### src/include/boot_image.svh
// First-stage boot code, one 64-bit word per entry
localparam mem_bus_pkg::data_t BootImage [soc_map_pkg::RomWords] = '{
  64'h0000_0517_0000_0297, 64'h0405_0513_0102_8293,
  64'hF140_2573_3420_2F73, 64'h0205_1063_0000_0613,
  64'h1C00_05B7_0005_8593, 64'h0000_0693_0080_0713,
  64'h00B6_3023_0086_8693, 64'hFEE6_9CE3_0000_0013,
  64'h1050_0073_FFDF_F06F, 64'h0000_0013_0000_0013,
  64'h3000_2073_3040_1073, 64'h0800_0793_3007_A073,
  64'h1C00_0137_0001_0113, 64'h0000_0193_0000_0213,
  64'h0005_8067_0000_0013, 64'hDEAD_BEEF_CAFE_F00D,
  64'h0123_4567_89AB_CDEF, 64'hFEDC_BA98_7654_3210,
  64'h5555_AAAA_5555_AAAA, 64'hA5A5_5A5A_0F0F_F0F0,
  64'h0000_0001_0000_0002, 64'h0000_0004_0000_0008,
  64'h1111_2222_3333_4444, 64'h5555_6666_7777_8888,
  64'h9999_AAAA_BBBB_CCCC, 64'hDDDD_EEEE_FFFF_0000,
  64'h7F45_4C46_0201_0100, 64'h0002_00F3_0000_0001,
  64'h0000_0000_8000_0000, 64'h0000_0040_0000_0000,
  64'h1C00_0000_0000_2000, 64'hB007_C0DE_600D_F00D
};

### src/rtl/mem_bus_pkg.sv
`default_nettype none

package mem_bus_pkg;

  // --------------------
  // Bus widths
  // --------------------
  localparam int unsigned AddrWidth  = 32;
  localparam int unsigned DataWidth  = 64;
  localparam int unsigned StrbWidth  = DataWidth / 8;
  // Byte offset inside one data word
  localparam int unsigned WordOffset = $clog2(StrbWidth);

  typedef logic [AddrWidth-1:0] addr_t;
  typedef logic [DataWidth-1:0] data_t;
  typedef logic [StrbWidth-1:0] strb_t;

  // --------------------
  // Response
  // --------------------
  typedef struct packed {
    data_t rdata;
    logic  err;
  } rsp_t;

endpackage

`default_nettype wire

### src/rtl/soc_map_pkg.sv
`default_nettype none

package soc_map_pkg;

  typedef enum logic [0:0] {
    TgtRom = 1'b0,
    TgtSpm = 1'b1
  } target_e;

  localparam int unsigned NumTargets = 2;

  // --------------------
  // Regions
  // --------------------
  localparam mem_bus_pkg::addr_t RomBase   = 32'h0001_0000;
  localparam mem_bus_pkg::addr_t RomLength = 32'h0000_0100;
  localparam mem_bus_pkg::addr_t SpmBase   = 32'h1C00_0000;
  localparam mem_bus_pkg::addr_t SpmLength = 32'h0000_2000;

  localparam int unsigned RomWords = RomLength >> mem_bus_pkg::WordOffset;
  localparam int unsigned SpmWords = SpmLength >> mem_bus_pkg::WordOffset;

  // Word index sized for the larger region
  localparam int unsigned RomIdxWidth = $clog2(RomWords);
  localparam int unsigned SpmIdxWidth = $clog2(SpmWords);

  typedef logic [SpmIdxWidth-1:0] word_idx_t;

  // --------------------
  // Rule table
  // --------------------
  // End address is exclusive
  typedef struct packed {
    target_e            idx;
    mem_bus_pkg::addr_t start_addr;
    mem_bus_pkg::addr_t end_addr;
  } rule_t;

  localparam rule_t AddrMap [NumTargets] = '{
    '{idx: TgtRom, start_addr: RomBase, end_addr: RomBase + RomLength},
    '{idx: TgtSpm, start_addr: SpmBase, end_addr: SpmBase + SpmLength}
  };

endpackage

`default_nettype wire

### src/rtl/mem_req_if.sv
`timescale 1ns/1ps
`default_nettype none

interface mem_req_if;

  logic                   req;
  logic                   we;
  // Word index relative to the region base
  soc_map_pkg::word_idx_t word_idx;
  mem_bus_pkg::strb_t     be;
  mem_bus_pkg::data_t     wdata;

  // Decoder side
  modport initiator (
    output req,
    output we,
    output word_idx,
    output be,
    output wdata
  );

  // Memory side
  modport target (
    input req,
    input we,
    input word_idx,
    input be,
    input wdata
  );

endinterface

`default_nettype wire

### src/rtl/region_decoder.sv
`timescale 1ns/1ps
`default_nettype none

module region_decoder (
  input  wire logic               clk_i,
  input  wire logic               ndmreset_n,
  input  wire logic               req_i,
  input  wire logic               we_i,
  input  wire mem_bus_pkg::addr_t addr_i,
  input  wire mem_bus_pkg::strb_t be_i,
  input  wire mem_bus_pkg::data_t wdata_i,
  mem_req_if.initiator            rom_o,
  mem_req_if.initiator            spm_o,
  output logic                    dec_err_o
);

  logic [soc_map_pkg::NumTargets-1:0] sel;
  mem_bus_pkg::addr_t                 rom_off;
  mem_bus_pkg::addr_t                 spm_off;

  // --------------------
  // Address match
  // --------------------
  // First rule that covers the address wins
  always_comb begin : p_match
    logic found;
    found = 1'b0;
    sel   = '0;
    for (int unsigned i = 0; i < soc_map_pkg::NumTargets; i++) begin
      if (!found && addr_i >= soc_map_pkg::AddrMap[i].start_addr &&
          addr_i < soc_map_pkg::AddrMap[i].end_addr) begin
        sel[soc_map_pkg::AddrMap[i].idx] = 1'b1;
        found = 1'b1;
      end
    end
  end

  assign rom_off = addr_i - soc_map_pkg::AddrMap[soc_map_pkg::TgtRom].start_addr;
  assign spm_off = addr_i - soc_map_pkg::AddrMap[soc_map_pkg::TgtSpm].start_addr;

  // --------------------
  // Steering
  // --------------------
  assign rom_o.req      = req_i & sel[soc_map_pkg::TgtRom];
  assign rom_o.we       = we_i;
  assign rom_o.word_idx = rom_off[mem_bus_pkg::WordOffset +: soc_map_pkg::SpmIdxWidth];
  assign rom_o.be       = be_i;
  assign rom_o.wdata    = wdata_i;

  assign spm_o.req      = req_i & sel[soc_map_pkg::TgtSpm];
  assign spm_o.we       = we_i;
  assign spm_o.word_idx = spm_off[mem_bus_pkg::WordOffset +: soc_map_pkg::SpmIdxWidth];
  assign spm_o.be       = be_i;
  assign spm_o.wdata    = wdata_i;

  // Unmapped access, answered one cycle later like the memories
  always_ff @(posedge clk_i or negedge ndmreset_n) begin
    if (!ndmreset_n) begin
      dec_err_o <= 1'b0;
    end else begin
      dec_err_o <= req_i & ~(|sel);
    end
  end

endmodule

`default_nettype wire

### src/flat_wrapper.sv
// flat-port wrapper written by rule: the top's interface ports become plain ports
module region_decoder_flat 
  (clk_i, ndmreset_n, req_i, we_i, addr_i, be_i, wdata_i, dec_err_o, rom_o_req, rom_o_we, rom_o_word_idx, rom_o_be, rom_o_wdata, spm_o_req, spm_o_we, spm_o_word_idx, spm_o_be, spm_o_wdata);
  mem_req_if rom_o_i ();
  mem_req_if spm_o_i ();
  input  wire logic clk_i;
  input  wire logic ndmreset_n;
  input  wire logic req_i;
  input  wire logic we_i;
  input  wire mem_bus_pkg::addr_t addr_i;
  input  wire mem_bus_pkg::strb_t be_i;
  input  wire mem_bus_pkg::data_t wdata_i;
  output logic dec_err_o;
  output wire logic [$bits(rom_o_i.req)-1:0] rom_o_req;
  output wire logic [$bits(rom_o_i.we)-1:0] rom_o_we;
  output wire logic [$bits(rom_o_i.word_idx)-1:0] rom_o_word_idx;
  output wire logic [$bits(rom_o_i.be)-1:0] rom_o_be;
  output wire logic [$bits(rom_o_i.wdata)-1:0] rom_o_wdata;
  output wire logic [$bits(spm_o_i.req)-1:0] spm_o_req;
  output wire logic [$bits(spm_o_i.we)-1:0] spm_o_we;
  output wire logic [$bits(spm_o_i.word_idx)-1:0] spm_o_word_idx;
  output wire logic [$bits(spm_o_i.be)-1:0] spm_o_be;
  output wire logic [$bits(spm_o_i.wdata)-1:0] spm_o_wdata;
  assign rom_o_req = rom_o_i.req;
  assign rom_o_we = rom_o_i.we;
  assign rom_o_word_idx = rom_o_i.word_idx;
  assign rom_o_be = rom_o_i.be;
  assign rom_o_wdata = rom_o_i.wdata;
  assign spm_o_req = spm_o_i.req;
  assign spm_o_we = spm_o_i.we;
  assign spm_o_word_idx = spm_o_i.word_idx;
  assign spm_o_be = spm_o_i.be;
  assign spm_o_wdata = spm_o_i.wdata;
  region_decoder u_core (.clk_i(clk_i), .ndmreset_n(ndmreset_n), .req_i(req_i), .we_i(we_i), .addr_i(addr_i), .be_i(be_i), .wdata_i(wdata_i), .rom_o(rom_o_i), .spm_o(spm_o_i), .dec_err_o(dec_err_o));
endmodule
### config.mk
export PLATFORM = sky130hd
export DESIGN_NAME = region_decoder_flat
export DESIGN_NICKNAME = d
export VERILOG_FILES = /design/src/include/boot_image.svh /design/src/rtl/mem_bus_pkg.sv /design/src/rtl/soc_map_pkg.sv /design/src/rtl/mem_req_if.sv /design/src/rtl/region_decoder.sv /design/src/flat_wrapper.sv
export SDC_FILE = /design/constraint.sdc
export NUM_CORES = 1
export LEC_CHECK = 0
export BUFFER_PORTS_ARGS = -buffer_cell sky130_fd_sc_hd__buf_2
export CAP_MARGIN = 40
export CORE_AREA = 2 2 106 108
export CTS_CLUSTER_DIAMETER = 150
export DETAILED_ROUTE_END_ITERATION = 7
export DIE_AREA = 0 0 108 110
export PLACE_DENSITY_LB_ADDON = 0.05
export SLEW_MARGIN = 15
export SYNTH_ARGS = -nofsm -noshare
export SYNTH_HDL_FRONTEND = slang
export SYNTH_SLANG_ARGS = --single-unit
export TNS_END_PERCENT = 30
### constraint.sdc
create_clock -name clk_i -period 1.1 [get_ports clk_i]
set_input_delay 0.22 -clock clk_i [delete_from_list [all_inputs] [get_ports clk_i]]
set_output_delay 0.22 -clock clk_i [all_outputs]
set_load 0.03 [all_outputs]
* Word-level counts from Yosys, hierarchy flattened
Cells that the tools add are included.
** Storage, ports and cells
- Flip-flop bits (word level) :: 1
- Input port bits :: 108
- Logic and storage cells :: 18
** Cells by class
- $add $sub $neg :: 2
- Magnitude comparators :: 4
- Multiplexer cells :: 2
- Bitwise logic cells :: 4
- Reductions and logical operators :: 5
** Operators with widths (count)
- 32-bit by 17-bit greater-or-equal comparator with 1-bit output, second input constant :: 1
- 32-bit by 29-bit greater-or-equal comparator with 1-bit output, second input constant :: 1
- 32-bit by 17-bit less-than comparator with 1-bit output, second input constant :: 1
- 32-bit by 29-bit less-than comparator with 1-bit output, second input constant :: 1
- 13-bit by 1-bit subtractor with 13-bit output, second input constant :: 2
- 1-bit AND :: 3
- 1-bit logical AND :: 3
- 1-bit two-way mux :: 2
- 2-bit OR reduction :: 1
- 1-bit logical NOT :: 1
- 1-bit inverter :: 1

* Depth between registers and ports, before layout
- Depth in word-level cells :: 10
- Gate-level depth with buffers :: 3
- Gate-level depth less buffers :: 3

* Worst setup path before layout
No wires, ideal clock.
- Path kind :: input -> output
- Start :: in addr_i[25]
- End :: out spm_o_req
- Arrival :: 1.331 ns
- Data required time :: 0.880 ns
- Setup slack :: -0.451 ns
- Stages on the path :: 3
- Path buffers :: 0
- Cell sequence :: nor4_2 nand4_1 nor3_1
** On the way
- Longest elaborated chain between the ends :: 8
- Elaborated cells on any way between the ends :: 11
- Those cells by class :: order compare (4); mux (2); bitwise (1); reduce/logical (4)
** RTL lines
- start: declaration :: line flat_wrapper.sv:10 : input wire mem_bus_pkg::addr_t addr_i;
- 32-bit by 17-bit greater-or-equal comparator with 1-bit output / 32-bit by 17-bit less-than comparator with 1-bit output (equally long branches) :: line region_decoder.sv:30, region_decoder.sv:31
- 1-bit logical AND :: line region_decoder.sv:30 : if (!found && addr_i >= soc_map_pkg::AddrMap[i].start_addr &&
- 1-bit two-way mux :: line region_decoder.sv:30
- 1-bit logical NOT :: line region_decoder.sv:30
- 1-bit logical AND :: line region_decoder.sv:30
- 1-bit logical AND (*) :: line region_decoder.sv:30
- 1-bit two-way mux (*) :: line region_decoder.sv:30
- 1-bit AND (*) :: line region_decoder.sv:50 : assign spm_o.req = req_i & sel[soc_map_pkg::TgtSpm];
- end: declaration :: line flat_wrapper.sv:19 : output wire logic [$bits(spm_o_i.req)-1:0] spm_o_req;
Mark *: on every way between the ends. The rest lies on a longest branch, timed or not.

* Worst setup path in the final report
- Start :: in addr_i[11]
- End :: out rom_o_req
** On the way
- Longest elaborated chain between the ends :: 4
- Elaborated cells on any way between the ends :: 5
- Those cells by class :: order compare (2); mux (1); bitwise (1); reduce/logical (1)
** RTL lines
- 32-bit by 17-bit greater-or-equal comparator with 1-bit output / 32-bit by 17-bit less-than comparator with 1-bit output (equally long branches) :: line region_decoder.sv:30, region_decoder.sv:31
- 1-bit logical AND (*) :: line region_decoder.sv:30
- 1-bit two-way mux (*) :: line region_decoder.sv:30
- 1-bit AND (*) :: line region_decoder.sv:44 : assign rom_o.req = req_i & sel[soc_map_pkg::TgtRom];
- end: declaration :: line flat_wrapper.sv:14 : output wire logic [$bits(rom_o_i.req)-1:0] rom_o_req;
Marks and branches as above.

==> flow_summary.ini <==
[drt]
viasPerCell = 2.26
avgRoutedWirePerCell_um = 11.2
wirelength_um = 2250
drt-initial-drc-count = 12
drc = 0
drtPass1Iterations = 2
vias = 455
ant_nets = 0

[placement]
gp_congestion = 0.589
port_buffers = 39
dpl.hpwl_um = 1940
post-place-ws_ns = -0.539

[synthesis]
synthesis.nets = 289
yosys_warnings = 0
synth-simple-area-share = 0.0681
synthAdderAreaFrac = 0
synth.distinct_cells = 10
synthMuxAreaShare = 0
ys_ff_latch = 1
synthXorXnorAreaFrac = 0
netlist_area_um2 = 1380
synth-seq-area-share = 0.0182
syn_area_per_cell_um2 = 7.61
synth_top_family_by_area = buffers and inverters
synth_compound_area_frac = 0.00636
synth_cells = 181

[power]
vdd_drop_max_mv = 0.147
total_power_mw = 0.207
p_leak_nw = 0.246
power.density_nw_per_um2 = 324

[die]
core_area_um2 = 10700
die_y_um = 110
die_w_um = 108
die_area_um2 = 11900
pin_count = 277
num_rows = 38
start_util = 0.129

[worst_setup_path]
cp.arrival_ns = 1.20
start_kind = input pin
crit_start = addr_i[11]
cp.required_ns = 0.88
path_max_fanout = 2
end_kind = output pin
critPathKind = input pin to output pin

[sta]
worst_pin_slew_ns = 0.207
fmax_ghz = 0.703
rsz0062_at_grt = yes
fin_setup_tns_ns = -0.858
setup_viol_count_final = 3
fin_crit_ns = 1.42
slew_headroom = 0.861
fin_crit_sh = 1.29
hold_viol = 0
slew_viol_final = 0
holdWs_ns = 0.440
setup_ws_ns = -0.323

[outcome]
violations = negative setup slack
status = complete, but fails checks

[global_routing]
grt_use_total = 0.0283
grt_pass1_wl_um = 2610
overflow = 0
antenna_found_initial = 0
grt_pass1_vias = 475
grt_max_degree = 4

[hold_path]
min_path_type = input pin to output pin
worstHoldStart = wdata_i[26]
hold_depth = 0

[finish]
synthToLayoutAreaGrowth_pct = -53.7
largest_reg_flops = 1
diodes = 0
reg.largest.list = u_core.dec_err_o (1)
nets = 171
top_register = u_core.dec_err_o
drive_above_1_share = 0.836
final_util = 0.0596

[flow_run]
maxCapViolCount = 0
==> worst max-delay path, cell delays in order <==
cell,delay [ns]
buf_2,0.12
nor4_4,0.27
nand4b_1,0.22
nor3_4,0.21
buf_6,0.15
==> layout by cell type, fill, tap and decap left out, drive strengths merged <==
| cell | synthesis | routed |
|---|---|---|
| dlygate4sd3 | 0 | 1 |
| dfrtp | 1 | 1 |
| a22o | 1 | 1 |
| nor3 | 4 | 4 |
| inv | 1 | 1 |
| nor4 | 4 | 4 |
| and2 | 1 | 1 |
| buf | 166 | 45 |
| nand4b | 2 | 2 |
| nand4 | 1 | 1 |
==> kinds of logic after synthesis <==
family                 after synthesis
AND/OR/NAND/NOR                     12
buffers and inverters              167
AO/OA/AOI/OAI                        1
flip-flops                           1
==> layout make-up <==
| cell class | instances | area (um^2) |
|---|---|---|
| fillers | 1265 | 10100 |
| repair buffers | 46 | 285 |
| well taps | 140 | 175 |
| multi-input cells | 13 | 149 |
| flip-flops and latches | 1 | 25.0 |
| inverters | 1 | 3.75 |
==> per-stage QoR <==
step,cell area (um^2),std cells
4_1_cts,624,200
3_3_place_gp,562,199
5_1_grt,638,201
2_1_floorplan,1400,181
6_report,638,201
3_5_place_dp,562,199
==> power breakdown <==
group          internal, mW  switching [mW]  total (mW)  leakage, nW
Combinational        0.0752          0.0917       0.167        0.236
Clock                     0               0           0            0
Sequential           0.0395        0.000362      0.0399       0.0104
Total                 0.115          0.0920       0.207        0.246
==> per-layer routing <==
layer / share of wire / GRT usage / vias to the layer above
met1: 0.19 / 0.0144 / 156
met5: 0 / 0 / -
met4: 0.14 / 0.0467 / 0
met3: 0.26 / 0.0265 / 56
met2: 0.41 / 0.0413 / 86
li1: - / - / 157
==> what timing repair did <==
action | CTS | global route
hold buffers | 1 | 0
gates resized for setup | 10 | 1
endpoints found under the setup margin | 3 | 3
pin swaps | 2 | 1
buffers inserted | 0 | 1
endpoints found under the hold margin | 1 | 0
==> synthesized netlist by cell type <==
library cell  count  area [um^2]
a22o_1            1         8.76
and2_1            1         6.26
buf_4           166         1250
dfrtp_1           1         25.0
inv_1             1         3.75
nand4_1           1         6.26
nand4b_1          2         17.5
nor3_1            4         20.0
nor4_1            1         6.26
nor4_2            3         37.5
==> path summary, 6_finish.rpt <==
check / to / slack (ns)
min: rom_o_wdata[26] / 0.44
max: rom_o_req / -0.32
max in group asynchronous: u_core.dec_err_o$_DFF_PN0_ / 0.49
min in group asynchronous: u_core.dec_err_o$_DFF_PN0_ / 0.53
Power figures use the tool's default switching activity.
