--- src/include/boot_image.svh ---
// First-stage boot code, one 64-bit word per entry
localparam mem_bus_pkg::data_t BootImage [soc_map_pkg::RomWords] = '{
  64'h0000_0517_0000_0297, 64'h0405_0513_0102_8293,
  64'hF140_2573_3420_2F73, 64'h0205_1063_0000_0613,
  64'h1C00_05B7_0005_8593, 64'h0000_0693_0080_0713,
  64'h00B6_3023_0086_8693, 64'hFEE6_9CE3_0000_0013,
  64'h1050_0073_FFDF_F06F, 64'h0000_0013_0000_0013,
  64'h3000_2073_3040_1073, 64'h0800_0793_3007_A073,
  64'h1C00_0137_0001_0113, 64'h0000_0193_0000_0213,
  64'h0005_8067_0000_0013, 64'hDEAD_BEEF_CAFE_F00D,
  64'h0123_4567_89AB_CDEF, 64'hFEDC_BA98_7654_3210,
  64'h5555_AAAA_5555_AAAA, 64'hA5A5_5A5A_0F0F_F0F0,
  64'h0000_0001_0000_0002, 64'h0000_0004_0000_0008,
  64'h1111_2222_3333_4444, 64'h5555_6666_7777_8888,
  64'h9999_AAAA_BBBB_CCCC, 64'hDDDD_EEEE_FFFF_0000,
  64'h7F45_4C46_0201_0100, 64'h0002_00F3_0000_0001,
  64'h0000_0000_8000_0000, 64'h0000_0040_0000_0000,
  64'h1C00_0000_0000_2000, 64'hB007_C0DE_600D_F00D
};

--- src/rtl/mem_bus_pkg.sv ---
`default_nettype none

package mem_bus_pkg;

  // --------------------
  // Bus widths
  // --------------------
  localparam int unsigned AddrWidth  = 32;
  localparam int unsigned DataWidth  = 64;
  localparam int unsigned StrbWidth  = DataWidth / 8;
  // Byte offset inside one data word
  localparam int unsigned WordOffset = $clog2(StrbWidth);

  typedef logic [AddrWidth-1:0] addr_t;
  typedef logic [DataWidth-1:0] data_t;
  typedef logic [StrbWidth-1:0] strb_t;

  // --------------------
  // Response
  // --------------------
  typedef struct packed {
    data_t rdata;
    logic  err;
  } rsp_t;

endpackage

`default_nettype wire

--- src/rtl/soc_map_pkg.sv ---
`default_nettype none

package soc_map_pkg;

  typedef enum logic [0:0] {
    TgtRom = 1'b0,
    TgtSpm = 1'b1
  } target_e;

  localparam int unsigned NumTargets = 2;

  // --------------------
  // Regions
  // --------------------
  localparam mem_bus_pkg::addr_t RomBase   = 32'h0001_0000;
  localparam mem_bus_pkg::addr_t RomLength = 32'h0000_0100;
  localparam mem_bus_pkg::addr_t SpmBase   = 32'h1C00_0000;
  localparam mem_bus_pkg::addr_t SpmLength = 32'h0000_2000;

  localparam int unsigned RomWords = RomLength >> mem_bus_pkg::WordOffset;
  localparam int unsigned SpmWords = SpmLength >> mem_bus_pkg::WordOffset;

  // Word index sized for the larger region
  localparam int unsigned RomIdxWidth = $clog2(RomWords);
  localparam int unsigned SpmIdxWidth = $clog2(SpmWords);

  typedef logic [SpmIdxWidth-1:0] word_idx_t;

  // --------------------
  // Rule table
  // --------------------
  // End address is exclusive
  typedef struct packed {
    target_e            idx;
    mem_bus_pkg::addr_t start_addr;
    mem_bus_pkg::addr_t end_addr;
  } rule_t;

  localparam rule_t AddrMap [NumTargets] = '{
    '{idx: TgtRom, start_addr: RomBase, end_addr: RomBase + RomLength},
    '{idx: TgtSpm, start_addr: SpmBase, end_addr: SpmBase + SpmLength}
  };

endpackage

`default_nettype wire

--- src/rtl/mem_req_if.sv ---
`timescale 1ns/1ps
`default_nettype none

interface mem_req_if;

  logic                   req;
  logic                   we;
  // Word index relative to the region base
  soc_map_pkg::word_idx_t word_idx;
  mem_bus_pkg::strb_t     be;
  mem_bus_pkg::data_t     wdata;

  // Decoder side
  modport initiator (
    output req,
    output we,
    output word_idx,
    output be,
    output wdata
  );

  // Memory side
  modport target (
    input req,
    input we,
    input word_idx,
    input be,
    input wdata
  );

endinterface

`default_nettype wire

--- src/rtl/boot_rom.sv ---
`timescale 1ns/1ps
`default_nettype none

module boot_rom (
  input  wire logic         clk_i,
  input  wire logic         ndmreset_n,
  mem_req_if.target         req_i,
  output logic              rsp_valid_o,
  output mem_bus_pkg::rsp_t rsp_o
);

  `include "boot_image.svh"

  logic [soc_map_pkg::RomIdxWidth-1:0] rom_idx;

  // Region is smaller than the shared index
  assign rom_idx = req_i.word_idx[soc_map_pkg::RomIdxWidth-1:0];

  always_ff @(posedge clk_i or negedge ndmreset_n) begin
    if (!ndmreset_n) begin
      rsp_valid_o <= 1'b0;
      rsp_o       <= '0;
    end else begin
      rsp_valid_o <= req_i.req;
      if (req_i.req) begin
        if (req_i.we) begin
          // Read-only region
          rsp_o.rdata <= '0;
          rsp_o.err   <= 1'b1;
        end else begin
          rsp_o.rdata <= BootImage[rom_idx];
          rsp_o.err   <= 1'b0;
        end
      end
    end
  end

endmodule

`default_nettype wire

--- src/flat_wrapper.sv ---
// flat-port wrapper written by rule: the top's interface ports become plain ports
module boot_rom_flat 
  (clk_i, ndmreset_n, rsp_valid_o, rsp_o, req_i_req, req_i_we, req_i_word_idx, req_i_be, req_i_wdata);
  mem_req_if req_i_i ();
  input  wire logic clk_i;
  input  wire logic ndmreset_n;
  output logic rsp_valid_o;
  output mem_bus_pkg::rsp_t rsp_o;
  input wire logic [$bits(req_i_i.req)-1:0] req_i_req;
  input wire logic [$bits(req_i_i.we)-1:0] req_i_we;
  input wire logic [$bits(req_i_i.word_idx)-1:0] req_i_word_idx;
  input wire logic [$bits(req_i_i.be)-1:0] req_i_be;
  input wire logic [$bits(req_i_i.wdata)-1:0] req_i_wdata;
  assign req_i_i.req = req_i_req;
  assign req_i_i.we = req_i_we;
  assign req_i_i.word_idx = req_i_word_idx;
  assign req_i_i.be = req_i_be;
  assign req_i_i.wdata = req_i_wdata;
  boot_rom u_core (.clk_i(clk_i), .ndmreset_n(ndmreset_n), .req_i(req_i_i), .rsp_valid_o(rsp_valid_o), .rsp_o(rsp_o));
endmodule
--- config.mk ---
export PLATFORM = sky130hd
export DESIGN_NAME = boot_rom_flat
export DESIGN_NICKNAME = d
export VERILOG_FILES = /design/src/rtl/mem_bus_pkg.sv /design/src/rtl/soc_map_pkg.sv /design/src/rtl/mem_req_if.sv /design/src/rtl/boot_rom.sv /design/src/flat_wrapper.sv
export VERILOG_INCLUDE_DIRS = /design/src /design/src/include
export SDC_FILE = /design/constraint.sdc
export NUM_CORES = 1
export LEC_CHECK = 0
export BUFFER_PORTS_ARGS = -buffer_cell sky130_fd_sc_hd__clkbuf_2
export CAP_MARGIN = 20
export CORE_MARGIN = 8
export CORE_UTILIZATION = 54
export DETAILED_ROUTE_END_ITERATION = 8
export HOLD_SLACK_MARGIN = 0.05
export PLACE_DENSITY = 0.83
export SLEW_MARGIN = 30
export SYNTH_ARGS = -nofsm -noshare
export SYNTH_HDL_FRONTEND = slang
export SYNTH_SLANG_ARGS = --single-unit
--- constraint.sdc ---
create_clock -name clk_i -period 1.9 [get_ports clk_i]
set_input_delay 0.38 -clock clk_i [delete_from_list [all_inputs] [get_ports clk_i]]
set_output_delay 0.38 -clock clk_i [all_outputs]
set_load 0.03 [all_outputs]
* After elaboration in Yosys (flattened, before gate mapping)
Memories as Yosys holds them, arrays and structs flattened.
Cells that the tools add are included.
** Storage, ports and cells
- Memory bits (read-only) :: 2048
- Output and inout port bits :: 66
- Memories kept :: 1
- Logic and storage cells :: 9
- Register bits after elaboration :: 66
** Memory list
- (no name shown) :: depth 32, bits a word 64, read ports 1, clocked after memory_dff 0, wr ports 0, line boot_rom.sv:31 : rsp_o.rdata <= BootImage[rom_idx];
** Cells by class
- Magnitude comparators :: 1
- Multiplexer cells :: 3
- Bitwise logic cells :: 1
** Operators by type and width (count)
- $mux W64 :: 2
- $mux W65 :: 1
- $ge A6 B6 Y1 const B :: 1
- $not A5 Y6 :: 1

* Depth between registers and ports, before layout
Gate-level depths: netlist of the first run.
- Depth in word-level cells :: 5
- Depth in mapped cells :: 8
- Depth with buffers taken out :: 6

* Worst setup path before layout of the first run
OpenSTA, ideal clock, no wires.
- Path type :: in2reg
- Start :: input req_i_word_idx[0]
- End :: register, netlist name u_core.rsp_o[39]
- Required time :: 1761 ps
- Cell stages on the path :: 8
- Setup slack :: -33 ps
- Path buffers :: 2
- Arrival time :: 1794 ps
- Setup time :: 139 ps
- Path through :: buf_2 -> inv_1 -> ha_1 -> clkbuf_1 -> nor2b_1 -> a21oi_1 -> o211ai_1 -> o311ai_1
** Between the ends
- Cells in the longest elaborated chain, start to end :: 5
** RTL lines
- start, declared :: line flat_wrapper.sv:11 : input wire logic [$bits(req_i_i.word_idx)-1:0] req_i_word_idx;
- $not A5 Y6 (implied by the code) :: line boot_rom.sv:31
- $mem_v2 Z32 W64
- $mux W64 (implied by the code) (2 in series) :: line boot_rom.sv:31
- $mux W65 :: line boot_rom.sv:26 : if (req_i.we) begin
Every way passes these cells. The select of a mux whose other input is x is not followed.
A chain may end at the register's enable or synchronous reset.

* Worst setup path in the final report of the first run
- Start :: input req_i_word_idx[0]
- End :: register, netlist name u_core.rsp_o[51]
** Between the ends
- Cells in the longest elaborated chain, start to end :: 5
** RTL lines (line)
- $not A5 Y6 (implied by the code) :: boot_rom.sv:31
- $mem_v2 Z32 W64
- $mux W64 (implied by the code) (2 in series) :: boot_rom.sv:31
- $mux W65 :: boot_rom.sv:26
Every way passes these cells. The select of a mux whose other input is x is not followed.

==> results of run 1 <==
## kinds of logic after synthesis
group / after synthesis / share of synthesized area
XOR/XNOR: 1 / 0.002097
AO/OA/AOI/OAI: 178 / 0.3068
adder cells (fa/ha/maj): 10 / 0.02996
flip-flops: 66 / 0.3954
multiplexers: 10 / 0.02546
buffers and inverters: 72 / 0.07729
AND/OR/NAND/NOR: 133 / 0.1630
## stage by stage
step	total power, uW	area (um^2)	cells	hold slack [ns]
after floorplan	2321	4179	470	0.08441
after detailed placement	2799	5185	685	0.4272
after global placement	2776	5185	685	0.4135
after CTS	3810	5344	700	0.05585
final	3820	5344	700	0.03712
after global routing	3971	5344	700	0.06232
## flip-flops by register name (all words and copies together) (netlist names)
register / flops
u_core.rsp_valid_o: 1
u_core.rsp_o: 65
## placed cells by master, fill, tap and decap left out, types with 3 or more instances in the layout
master                      count
sky130_fd_sc_hd__a211oi_1       9
sky130_fd_sc_hd__a21o_1         4
sky130_fd_sc_hd__a21oi_1       30
sky130_fd_sc_hd__a221oi_1       3
sky130_fd_sc_hd__a22o_1         6
sky130_fd_sc_hd__a31o_2         3
sky130_fd_sc_hd__a31oi_1        5
sky130_fd_sc_hd__and2_1         3
sky130_fd_sc_hd__and3_1         4
sky130_fd_sc_hd__buf_12         7
sky130_fd_sc_hd__buf_4         80
sky130_fd_sc_hd__clkbuf_2      74
sky130_fd_sc_hd__clkbuf_8       9
sky130_fd_sc_hd__clkinv_2       4
sky130_fd_sc_hd__dfrtp_1       66
sky130_fd_sc_hd__ha_1          10
sky130_fd_sc_hd__inv_1         24
sky130_fd_sc_hd__mux2_2         5
sky130_fd_sc_hd__mux2i_1        5
sky130_fd_sc_hd__nand2_1       30
sky130_fd_sc_hd__nand2b_1      17
sky130_fd_sc_hd__nand3_1        5
sky130_fd_sc_hd__nand3b_1       4
sky130_fd_sc_hd__nor2_1        29
sky130_fd_sc_hd__nor2b_1       17
sky130_fd_sc_hd__nor3_1        13
sky130_fd_sc_hd__nor3b_1        5
sky130_fd_sc_hd__o211ai_1       7
sky130_fd_sc_hd__o21a_1         5
sky130_fd_sc_hd__o21ai_0       30
sky130_fd_sc_hd__o2bb2ai_1     32
sky130_fd_sc_hd__o311ai_0       4
sky130_fd_sc_hd__o31ai_1        8
sky130_fd_sc_hd__o32ai_1        8
## where the power goes
part	switching, uW	internal, uW
clock	577	456
combinational	771	425
sequential	66.8	1520
## cells in the mapped netlist (all sizes together) (5+ instances only)
library cell,n
dfrtp,66
o2bb2ai,32
nand2,31
a21oi,30
buf,30
o21ai,30
nor2,29
inv,24
clkbuf,18
nand2b,18
nor2b,18
nor3,13
ha,10
a211oi,9
o31ai,8
o32ai,8
o211ai,7
a22o,6
a31oi,5
mux2,5
mux2i,5
nand3,5
nor3b,5
o21a,5
o311ai,5
## worst max-delay path, stage by stage
cell and delay, ns:
sky130_fd_sc_hd__clkbuf_2 0.10, sky130_fd_sc_hd__inv_1 0.11, sky130_fd_sc_hd__buf_4 0.15, sky130_fd_sc_hd__ha_1 0.19
sky130_fd_sc_hd__nor2b_1 0.16, sky130_fd_sc_hd__o311ai_0 0.52, sky130_fd_sc_hd__buf_4 0.20, sky130_fd_sc_hd__nand3_1 0.07
sky130_fd_sc_hd__o21ai_0 0.09
## how the worst max path moves through the flow
stage / to / depth (start not counted) / slack, ns / from
floorplan: u_core.rsp_o[39] / 8 / 0.002 / req_i_word_idx[0]
global route: u_core.rsp_o[51] / 9 / 0.04 / req_i_word_idx[0]
CTS: u_core.rsp_o[51] / 9 / 0.23 / req_i_word_idx[0]
finish: u_core.rsp_o[51] / 9 / 0.21 / req_i_word_idx[0]
detailed placement: u_core.rsp_o[16] / 7 / -0.15 / req_i_word_idx[0]
global placement: u_core.rsp_o[41] / 8 / -0.11 / req_i_word_idx[0]
## per-layer routing
metal | GRT usage | vias to the layer above | part of all wire
met2 | 0.4294 | 243 | 0.47
met1 | 0.3516 | 2087 | 0.42
met4 | 0.1013 | 0 | 0.024
met3 | 0.06320 | 29 | 0.082
li1 | - | 1982 | -
met5 | 0 | - | 0
## cell type report
cell class | count | area, um^2 | share of cell area
Multi-Input combinational cell | 332 | 2205 | 0.4125
Sequential cell | 66 | 1652 | 0.3091
Timing Repair Buffer | 161 | 1111 | 0.2079
Tap cell | 102 | 127.6 | 0.02388
Clock buffer | 9 | 123.9 | 0.02318
Inverter | 24 | 90.09 | 0.01686
Clock inverter | 6 | 35.03 | 0.006556
==> run_results.csv, run 1 <==
group,metric,value,unit
status,status,"finished clean",
clock_network,holdBufCountCts,0,
critical_path,critical_path.startpoint_type,"primary input",
die,fp.coreArea,7607,um^2
place,globalplace.congestion,0.9445,
die,dieHeight,103.9,um
timing,maxClockFrequency,592.8,MHz
grt,number_of_antenna_violations_at_the_first_check_in_global_routing,0,
place,detailedPlacementHpwl,10.82,mm
min_path,holdCritPathClass,"primary input to async pin",
route,routed_wl,14.67,mm
critical_path,critical_path.reg2reg.startpoint,"u_core.rsp_o[27]",
place,port_buffers,74,
route,antenna_left,0,
timing,min_period,1.687,ns
timing,worstMarginPinSlew,0.5451,ns
critical_path,critical_path_arrival,1.97,ns
place,post-place-ws,-0.1485,ns
clock_network,cts_tree,"yes",
critical_path,setup_crit_end_kind,"register",
clock_network,cts_bufs_inserted,9,
clock_network,cts.sink_count,66,
clock_network,post_cts_resized,0,
power,static-leakage-power,0.002544,uW
layout,final_util,0.7025,
clock_network,post_cts_setup_buffers,0,
timing,timing.setup.tns,0,ns
clock_network,cts-root-buf,"sky130_fd_sc_hd__clkbuf_8",
critical_path,critical_path_peak_fanout,5,
timing,final-setup-viol-count,0,
timing,final_critical_path_setup_slack,0.2131,ns
logic_synthesis,number_of_enable_type_register_cells_in_the_synthesized_netlist,0,
timing,final_hold_viol_count,0,
timing,final.period_utilization,0.8879,
job,max-cap-violations,0,
grt,grt_pass1_wl,23.72,mm
power,power.ir.vdd_worst,0.0004446,V
logic_synthesis,ys_seq_area_frac,0.3954,
critical_path,r2r_setup_slk,1.04,ns
logic_synthesis,synth.cell_area,4177,um^2
critical_path,rr_endpoint,"u_core.rsp_o[27]",
grt,grt_use_total,0.2711,
logic_synthesis,post_synth_inst_count,470,
logic_synthesis,synth-seq-cells,66,
logic_synthesis,yosysWarnings,0,
route,drt_pass1_iterations,5,
layout,fillerInstances,629,
route,via_count,4341,
critical_path,crit_required,2.18,ns
clock_network,max-clock-path-buffers,2,
logic_synthesis,netlist.area_leader.share,0.3954,
route,drt_first_iter_violations,496,
die,die_width,103.9,um
logic_synthesis,synth_area_leaders,"sky130_fd_sc_hd__dfrtp_1, sky130_fd_sc_hd__o2bb2ai_1, sky130_fd_sc_hd__a21oi_1",
clock_network,h-tree-depth,3,
clock_network,clk_transition_reported_paths,0.08,ns
grt,via_count_of_the_first_global_routing_pass,4426,
layout,nets,690,
die,floorplan.initialDensity,0.5490,
timing,max_slew_headroom,0.6320,
logic_synthesis,synthArstFlopShare,1.000,
timing,final.setup_skew,0,ns
timing,grt_setup_unrepaired,"false",
grt,grt_remaining_overflow,0,
power,power-per-cell-area,714.8,nW/um^2
layout,post_route_cells_drive_above_1_share,0.3194,
grt,grt_start_max_net_pins,67,
route,drt-wirelength-per-cell,20.95,um
critical_path,number_of_cells_traversed_by_the_worst_register_to_register_path,1,
layout,syn_to_final_growth,27.95,%
timing,report.final.slew_viol_count,0,
logic_synthesis,postSynthNetCount,566,
route,vias_per_cell,6.201,
route,remaining_drc_errors,0,
die,die-area,10800,um^2
logic_synthesis,synth_cell_type_count,58,
logic_synthesis,top_cell_type_by_total_area_after_synthesis,"sky130_fd_sc_hd__dfrtp_1",
logic_synthesis,synth_top_flop_cell,"sky130_fd_sc_hd__dfrtp_1",
die,ports_placed_on_the_boundary,152,
logic_synthesis,postSynthAreaPerCell,8.886,um^2
layout,antenna_cells,0,
critical_path,worstSetupPathType,"primary input to register",
clock_network,clock_latency,0.36,ns
die,core.rowCount,32,
Note: power is estimated with default switching activity, not from simulation.
==> run 2: changes to the inputs <==
--- a/config.mk
+++ b/config.mk
@@ -8,11 +8,12 @@
 export LEC_CHECK = 0
 export BUFFER_PORTS_ARGS = -buffer_cell sky130_fd_sc_hd__clkbuf_2
 export CAP_MARGIN = 20
+export CORE_ASPECT_RATIO = 1.1
 export CORE_MARGIN = 8
 export CORE_UTILIZATION = 54
 export DETAILED_ROUTE_END_ITERATION = 8
 export HOLD_SLACK_MARGIN = 0.05
-export PLACE_DENSITY = 0.83
+export PLACE_DENSITY_LB_ADDON = 0.08
 export SLEW_MARGIN = 30
 export SYNTH_ARGS = -nofsm -noshare
 export SYNTH_HDL_FRONTEND = slang
==> run 2 against run 1 <==
Against the previous run: routed wire length is 4.6% lower; final cell count is 0.57% lower; worst setup slack worse by 0.016 ns; combinational power is 3% lower; via count is 0.74% lower.
==> run_results.csv, run 2 (same netlist as run 1, synthesis figures left out) <==
group,metric,value,unit
status,status,"finished clean",
power,power.net_switching,1405,uW
power,p_int,2715,uW
grt,gr-usage-met2,0.4063,
grt,grt_start_max_net_pins,67,
layout,nets,682,
clock_network,post_cts_setup_buffers,0,
critical_path,worst_path_largest_cell_delay,0.36,ns
critical_path,critical_path.reg2reg.startpoint,"u_core.rsp_o[42]",
clock_network,holdBufCountCts,0,
clock_network,cts_tree,"yes",
clock_network,cts.sink_count,66,
grt,grt_use_total,0.2669,
layout,largest_register,"u_core.rsp_o",
die,die_width,99.85,um
critical_path,critical_path.startpoint_type,"primary input",
critical_path,r2r_setup_slk,1.06,ns
die,floorplan.initialDensity,0.5588,
grt,via_count_of_the_first_global_routing_pass,4235,
route,drt-wirelength-per-cell,20.10,um
layout,layout.cell_area.non_filler,5318,um^2
min_path,holdCritPathClass,"primary input to async pin",
timing,grt_setup_unrepaired,"false",
timing,worstMarginPinSlew,0.5783,ns
critical_path,critical_path_peak_fanout,6,
clock_network,cts_bufs_inserted,9,
layout,post_route_cells_drive_above_1_share,0.3096,
clock_network,clk_transition_reported_paths,0.08,ns
grt,grt_pass1_wl,22.66,mm
timing,final.setup_skew,0,ns
clock_network,max-clock-path-buffers,2,
power,total_power,4120,uW
die,fp.coreArea,7473,um^2
timing,final.period_utilization,0.8962,
die,dieHeight,108.2,um
clock_network,post_cts_resized,0,
route,antenna_left,0,
power,share_seq_of_total_power,0.386,
place,globalplace.congestion,0.9723,
layout,antenna_cells,0,
die,ports_placed_on_the_boundary,152,
critical_path,critical_path_arrival,1.95,ns
route,remaining_drc_errors,0,
layout,syn_to_final_growth,27.32,%
die,core.rowCount,33,
power,power.ir.vdd_worst,0.0004633,V
timing,maxClockFrequency,587.3,MHz
critical_path,path_common_cell,"sky130_fd_sc_hd__buf_4",
critical_path,worstSetupPathType,"primary input to register",
timing,max_slew_headroom,0.6104,
route,vias_per_cell,6.191,
die,die-area,10810,um^2
layout,largest_reg_flops,65,
power,static-leakage-power,0.002520,uW
place,detailedPlacementHpwl,10.38,mm
timing,final_critical_path_setup_slack,0.1973,ns
timing,final-setup-viol-count,0,
clock_network,cts-root-buf,"sky130_fd_sc_hd__clkbuf_8",
power,share_clk_of_total_power,0.332,
route,drt_first_iter_violations,361,
grt,grt_use_met3,0.05977,
place,placed_cell_area,5091,um^2
timing,min_period,1.703,ns
clock_network,clock_latency,0.35,ns
critical_path,crit_chain,"clkbuf_2 -> buf_4 -> ha_1 -> buf_4 -> a21oi_1 -> o21ai_0 -> o2bb2ai_1 -> a22o_1",
critical_path,crit_required,2.14,ns
layout,final_common_cell,"sky130_fd_sc_hd__buf_4",
grt,grt_remaining_overflow,0,
timing,report.final.slew_viol_count,0,
clock_network,h-tree-depth,3,
route,drt_pass1_iterations,5,
power,power_frac_comb,0.282,
critical_path,setup_crit_end_kind,"register",
job,max-cap-violations,0,
grt,number_of_antenna_violations_at_the_first_check_in_global_routing,0,
timing,final_hold_viol_count,0,
critical_path,crit_path_top_delay_cell,"sky130_fd_sc_hd__a21oi_1",
route,routed_wl,13.99,mm
critical_path,rr_endpoint,"u_core.rsp_o[42]",
layout,largestRegisters,"u_core.rsp_o: 65 flops, u_core.rsp_valid_o: 1 flops",
grt,grt_util_met1,0.3463,
layout,most-common-layout-cells,"sky130_fd_sc_hd__buf_4, sky130_fd_sc_hd__clkbuf_2, sky130_fd_sc_hd__dfrtp_1, sky130_fd_sc_hd__o2bb2ai_1",
route,via_count,4309,
critical_path,number_of_cells_traversed_by_the_worst_register_to_register_path,2,
place,port_buffers,74,
power,power_switching_share,0.3410,
place,post-place-ws,-0.1315,ns
power,power-per-cell-area,774.9,nW/um^2
grt,grt.busiest_layer,"met2",
-- run 2: cell types whose count changed in the layout (fill, tap and decap cells not counted), sizes merged --
cell / before / now
clkbuf: 83 / 84
buf: 87 / 80
bufinv: 0 / 2
clkinvlp: 2 / 1
inv: 24 / 26
clkinv: 4 / 0
-- run 2: area by class of cell --
| cell class | instances | area [um^2] |
|---|---|---|
| sequential | 66 | 1652 |
| timing repair buffer | 153 | 1013 |
| tap | 105 | 131.4 |
| clock inverter | 5 | 85.08 |
| clock buffer | 11 | 141.4 |
| fill | 605 | 2156 |
| multi-input combinational | 332 | 2205 |
| inverter | 24 | 90.09 |
-- run 2: metrics by stage --
step           utilization  TNS [ns]  cells  hold WS (ns)
5_1_grt             0.7115         0    696       0.07853
6_report            0.7115         0    696       0.04610
4_1_cts             0.7115         0    696       0.05310
3_3_place_gp        0.6812   -0.7442    680        0.4095
2_1_floorplan            -         0    470       0.08441
3_5_place_dp        0.6812   -0.6946    680        0.4270
-- run 2: how the worst max path moves through the flow --
stage / from / to / slack (ns) / cells past startpoint
after detailed placement: req_i_word_idx[1] / u_core.rsp_o[51] / -0.13 / 9
final: req_i_word_idx[0] / u_core.rsp_o[41] / 0.20 / 8
after global routing: req_i_word_idx[0] / u_core.rsp_o[51] / 0.13 / 9
after floorplan: req_i_word_idx[0] / u_core.rsp_o[39] / 0.002 / 8
after CTS: req_i_word_idx[0] / u_core.rsp_o[41] / 0.25 / 8
after global placement: req_i_word_idx[1] / u_core.rsp_o[51] / -0.15 / 9
-- run 2: worst max-delay path: cells and delay by family --
| kind | cells | cell delay [ns] |
|---|---|---|
| AOI/OAI and AO/OA | 4 | 0.87 |
| adders and majority gates | 1 | 0.29 |
| buffers and inverters | 3 | 0.40 |
-- run 2: layer usage --
metal / wire, um / vias to the layer above / part of all wire
li1: - / 1962 / -
met1: 5992 / 2090 / 0.43
met2: 6396 / 210 / 0.46
met3: 1065 / 47 / 0.076
met4: 536 / 0 / 0.038
met5: 0 / - / 0
-- run 2: power by group through the flow --
stage | Sequential (uW) | Clock, uW | Combinational, uW
2_1_floorplan | 1860 | 0 | 466
3_3_place_gp | 1610 | 0 | 1150
3_5_place_dp | 1620 | 0 | 1150
4_1_cts | 1590 | 1400 | 1160
5_1_grt | 1600 | 1430 | 1240
6_report | 1590 | 1370 | 1160
==> run 3: changes to the inputs <==
--- a/config.mk
+++ b/config.mk
@@ -12,6 +12,7 @@
 export CORE_MARGIN = 8
 export CORE_UTILIZATION = 54
 export DETAILED_ROUTE_END_ITERATION = 8
+export GPL_ROUTABILITY_DRIVEN = 0
 export HOLD_SLACK_MARGIN = 0.05
 export PLACE_DENSITY_LB_ADDON = 0.08
 export SLEW_MARGIN = 30
==> constraint.sdc (replaced) <==
create_clock -name clk_i -period 1.9 [get_ports clk_i]
set_input_delay 0.38 -clock clk_i [delete_from_list [all_inputs] [get_ports clk_i]]
set_output_delay 0.38 -clock clk_i [all_outputs]
set_load 0.05 [all_outputs]
==> run 3 against run 2 <==
Against the previous run: die area unchanged; final area decreased by 0.64%; via count decreased by 0.58%; total power increased by 3.5%; final cell count decreased by 0.72%; largest power group unchanged; highest routed layer unchanged.
==> run_results.csv, run 3 (same netlist as run 1, synthesis figures left out) <==
group,metric,value,unit
clock_network,max-clock-path-buffers,2,
critical_path,crit_path_top_delay_cell,"sky130_fd_sc_hd__ha_1",
place,placed_cell_area,5046,um^2
critical_path,worst-path-buf-inv,3,
layout,post_route_cells_drive_above_1_share,0.3038,
timing,final-setup-viol-count,0,
critical_path,setup_crit_end_kind,"register",
route,remaining_drc_errors,0,
critical_path,crit_chain,"clkbuf_2 -> inv_1 -> ha_1 -> nor2b_2 -> o31ai_1 -> buf_4 -> nand2_1 -> o2bb2ai_1",
clock_network,cts-root-buf,"sky130_fd_sc_hd__clkbuf_8",
timing,fin_worst_hold_slack,0.3466,ns
timing,final_hold_viol_count,0,
grt,grt_remaining_overflow,0,
clock_network,cts_tree,"yes",
critical_path,worstSetupPathType,"primary input to register",
route,drt_pass1_iterations,5,
critical_path,timing.critical_path.depth,8,
critical_path,critical_path_arrival,2.02,ns
clock_network,cts.sink_count,66,
timing,final.setup_skew,0,ns
route,routed_wl,13.49,mm
die,dieHeight,108.2,um
timing,timing.setup.tns,0,ns
min_path,hold_crit_depth,2,
layout,largestRegisters,"u_core.rsp_o: 65 flops, u_core.rsp_valid_o: 1 flops",
layout,largest_register,"u_core.rsp_o",
grt,via_count_of_the_first_global_routing_pass,4195,
job,max-cap-violations,0,
timing,report.final.slew_viol_count,0,
grt,grt_pass1_wl,21.65,mm
grt,grt_start_max_net_pins,67,
timing,maxClockFrequency,571.4,MHz
clock_network,h-tree-depth,3,
timing,final.period_utilization,0.9210,
critical_path,critPathTopFamily,"adder cells",
power,total_power,4264,uW
place,port_buffers,74,
die,die-area,10810,um^2
layout,syn_to_final_growth,26.51,%
layout,antenna_cells,0,
power,power.ir.vdd_worst,0.0004520,V
clock_network,post_cts_resized,0,
route,drt-wirelength-per-cell,19.52,um
clock_network,clk_transition_reported_paths,0.07,ns
layout,layout.cell_area.non_filler,5284,um^2
die,fp.coreArea,7473,um^2
timing,grt_setup_unrepaired,"false",
die,core.rowCount,33,
route,via_count,4284,
clock_network,post_cts_setup_buffers,0,
place,detailedPlacementHpwl,9.951,mm
status,status,"finished clean",
layout,final_common_cell,"sky130_fd_sc_hd__clkbuf_2",
layout,nets,677,
route,drt_first_iter_violations,407,
power,power-per-cell-area,807.0,nW/um^2
timing,min_period,1.750,ns
timing,max_slew_headroom,0.6653,
min_path,holdCritPathClass,"primary input to register",
grt,number_of_antenna_violations_at_the_first_check_in_global_routing,0,
clock_network,cts_bufs_inserted,9,
die,floorplan.initialDensity,0.5588,
critical_path,worst_path_largest_cell_delay,0.47,ns
timing,worstMarginPinSlew,0.4967,ns
clock_network,clock_latency,0.35,ns
critical_path,critical_path_peak_fanout,8,
layout,most-common-layout-cells,"sky130_fd_sc_hd__clkbuf_2, sky130_fd_sc_hd__buf_4, sky130_fd_sc_hd__dfrtp_1, sky130_fd_sc_hd__o2bb2ai_1",
power,static-leakage-power,0.002497,uW
critical_path,number_of_cells_traversed_by_the_worst_register_to_register_path,1,
grt,grt_use_total,0.2535,
critical_path,critical_path.startpoint_type,"primary input",
layout,largest_reg_flops,65,
route,vias_per_cell,6.200,
critical_path,crit_required,2.17,ns
die,die_width,99.85,um
route,antenna_left,0,
die,ports_placed_on_the_boundary,152,
run 3: changes by cell type in the layout (fill, tap and decap cells not counted):
cell and delta:
sky130_fd_sc_hd__buf_4 -6, sky130_fd_sc_hd__clkbuf_1 -1, sky130_fd_sc_hd__clkinv_2 +1, sky130_fd_sc_hd__clkinv_4 +2
sky130_fd_sc_hd__dlygate4sd3_1 +1, sky130_fd_sc_hd__inv_6 -2
run 3: layout make-up:
class	count	area [um^2]
timing repair buffer	148	978.4
sequential	66	1652
inverter	24	90.09
clock buffer	10	137.6
tap	105	131.4
fill	606	2190
multi-input combinational	332	2205
clock inverter	6	90.09
run 3: per-stage QoR:
stage | utilization | cells | worst slack (ns)
after global routing | 0.7070 | 691 | 0.1088
after global placement | 0.6752 | 674 | -0.1224
after CTS | 0.7070 | 691 | 0.1930
after detailed placement | 0.6752 | 674 | -0.1443
final | 0.7070 | 691 | 0.1500
after floorplan | - | 470 | 0.002095
run 3: repair_timing:
item / in CTS / in global routing
hold buffers: 1 / 0
endpoints found under the setup margin: 0 / 0
hold endpoints to repair: 44 / 0
run 3: where the power goes:
part           leakage [uW]  total, uW  internal [uW]  switching (uW)
logic               0.00151       1340            400             938
clock network      0.000112       1340            776             563
registers          0.000869       1590           1520            63.0
run 3: worst paths after layout:
check	startpoint	end	slack, ns
max reg2reg	u_core.rsp_o[27]	u_core.rsp_o[27]	1.07
max in group asynchronous	ndmreset_n	u_core.rsp_o[47]	1.02
min	req_i_req	u_core.rsp_o[19]	0.35
min in group asynchronous	ndmreset_n	u_core.rsp_o[14]	0.55
max	req_i_word_idx[0]	u_core.rsp_o[28]	0.15
min reg2reg	u_core.rsp_o[32]	u_core.rsp_o[32]	0.49
run 3: layer usage:
layer	vias to the layer above	routed length [um]	share of wire	track usage
met5	-	0	0	0
met4	0	465	0.034	0.1266
met3	45	1142	0.085	0.06491
met2	258	6130	0.45	0.3882
met1	2037	5751	0.43	0.3260
li1	1944	-	-	-
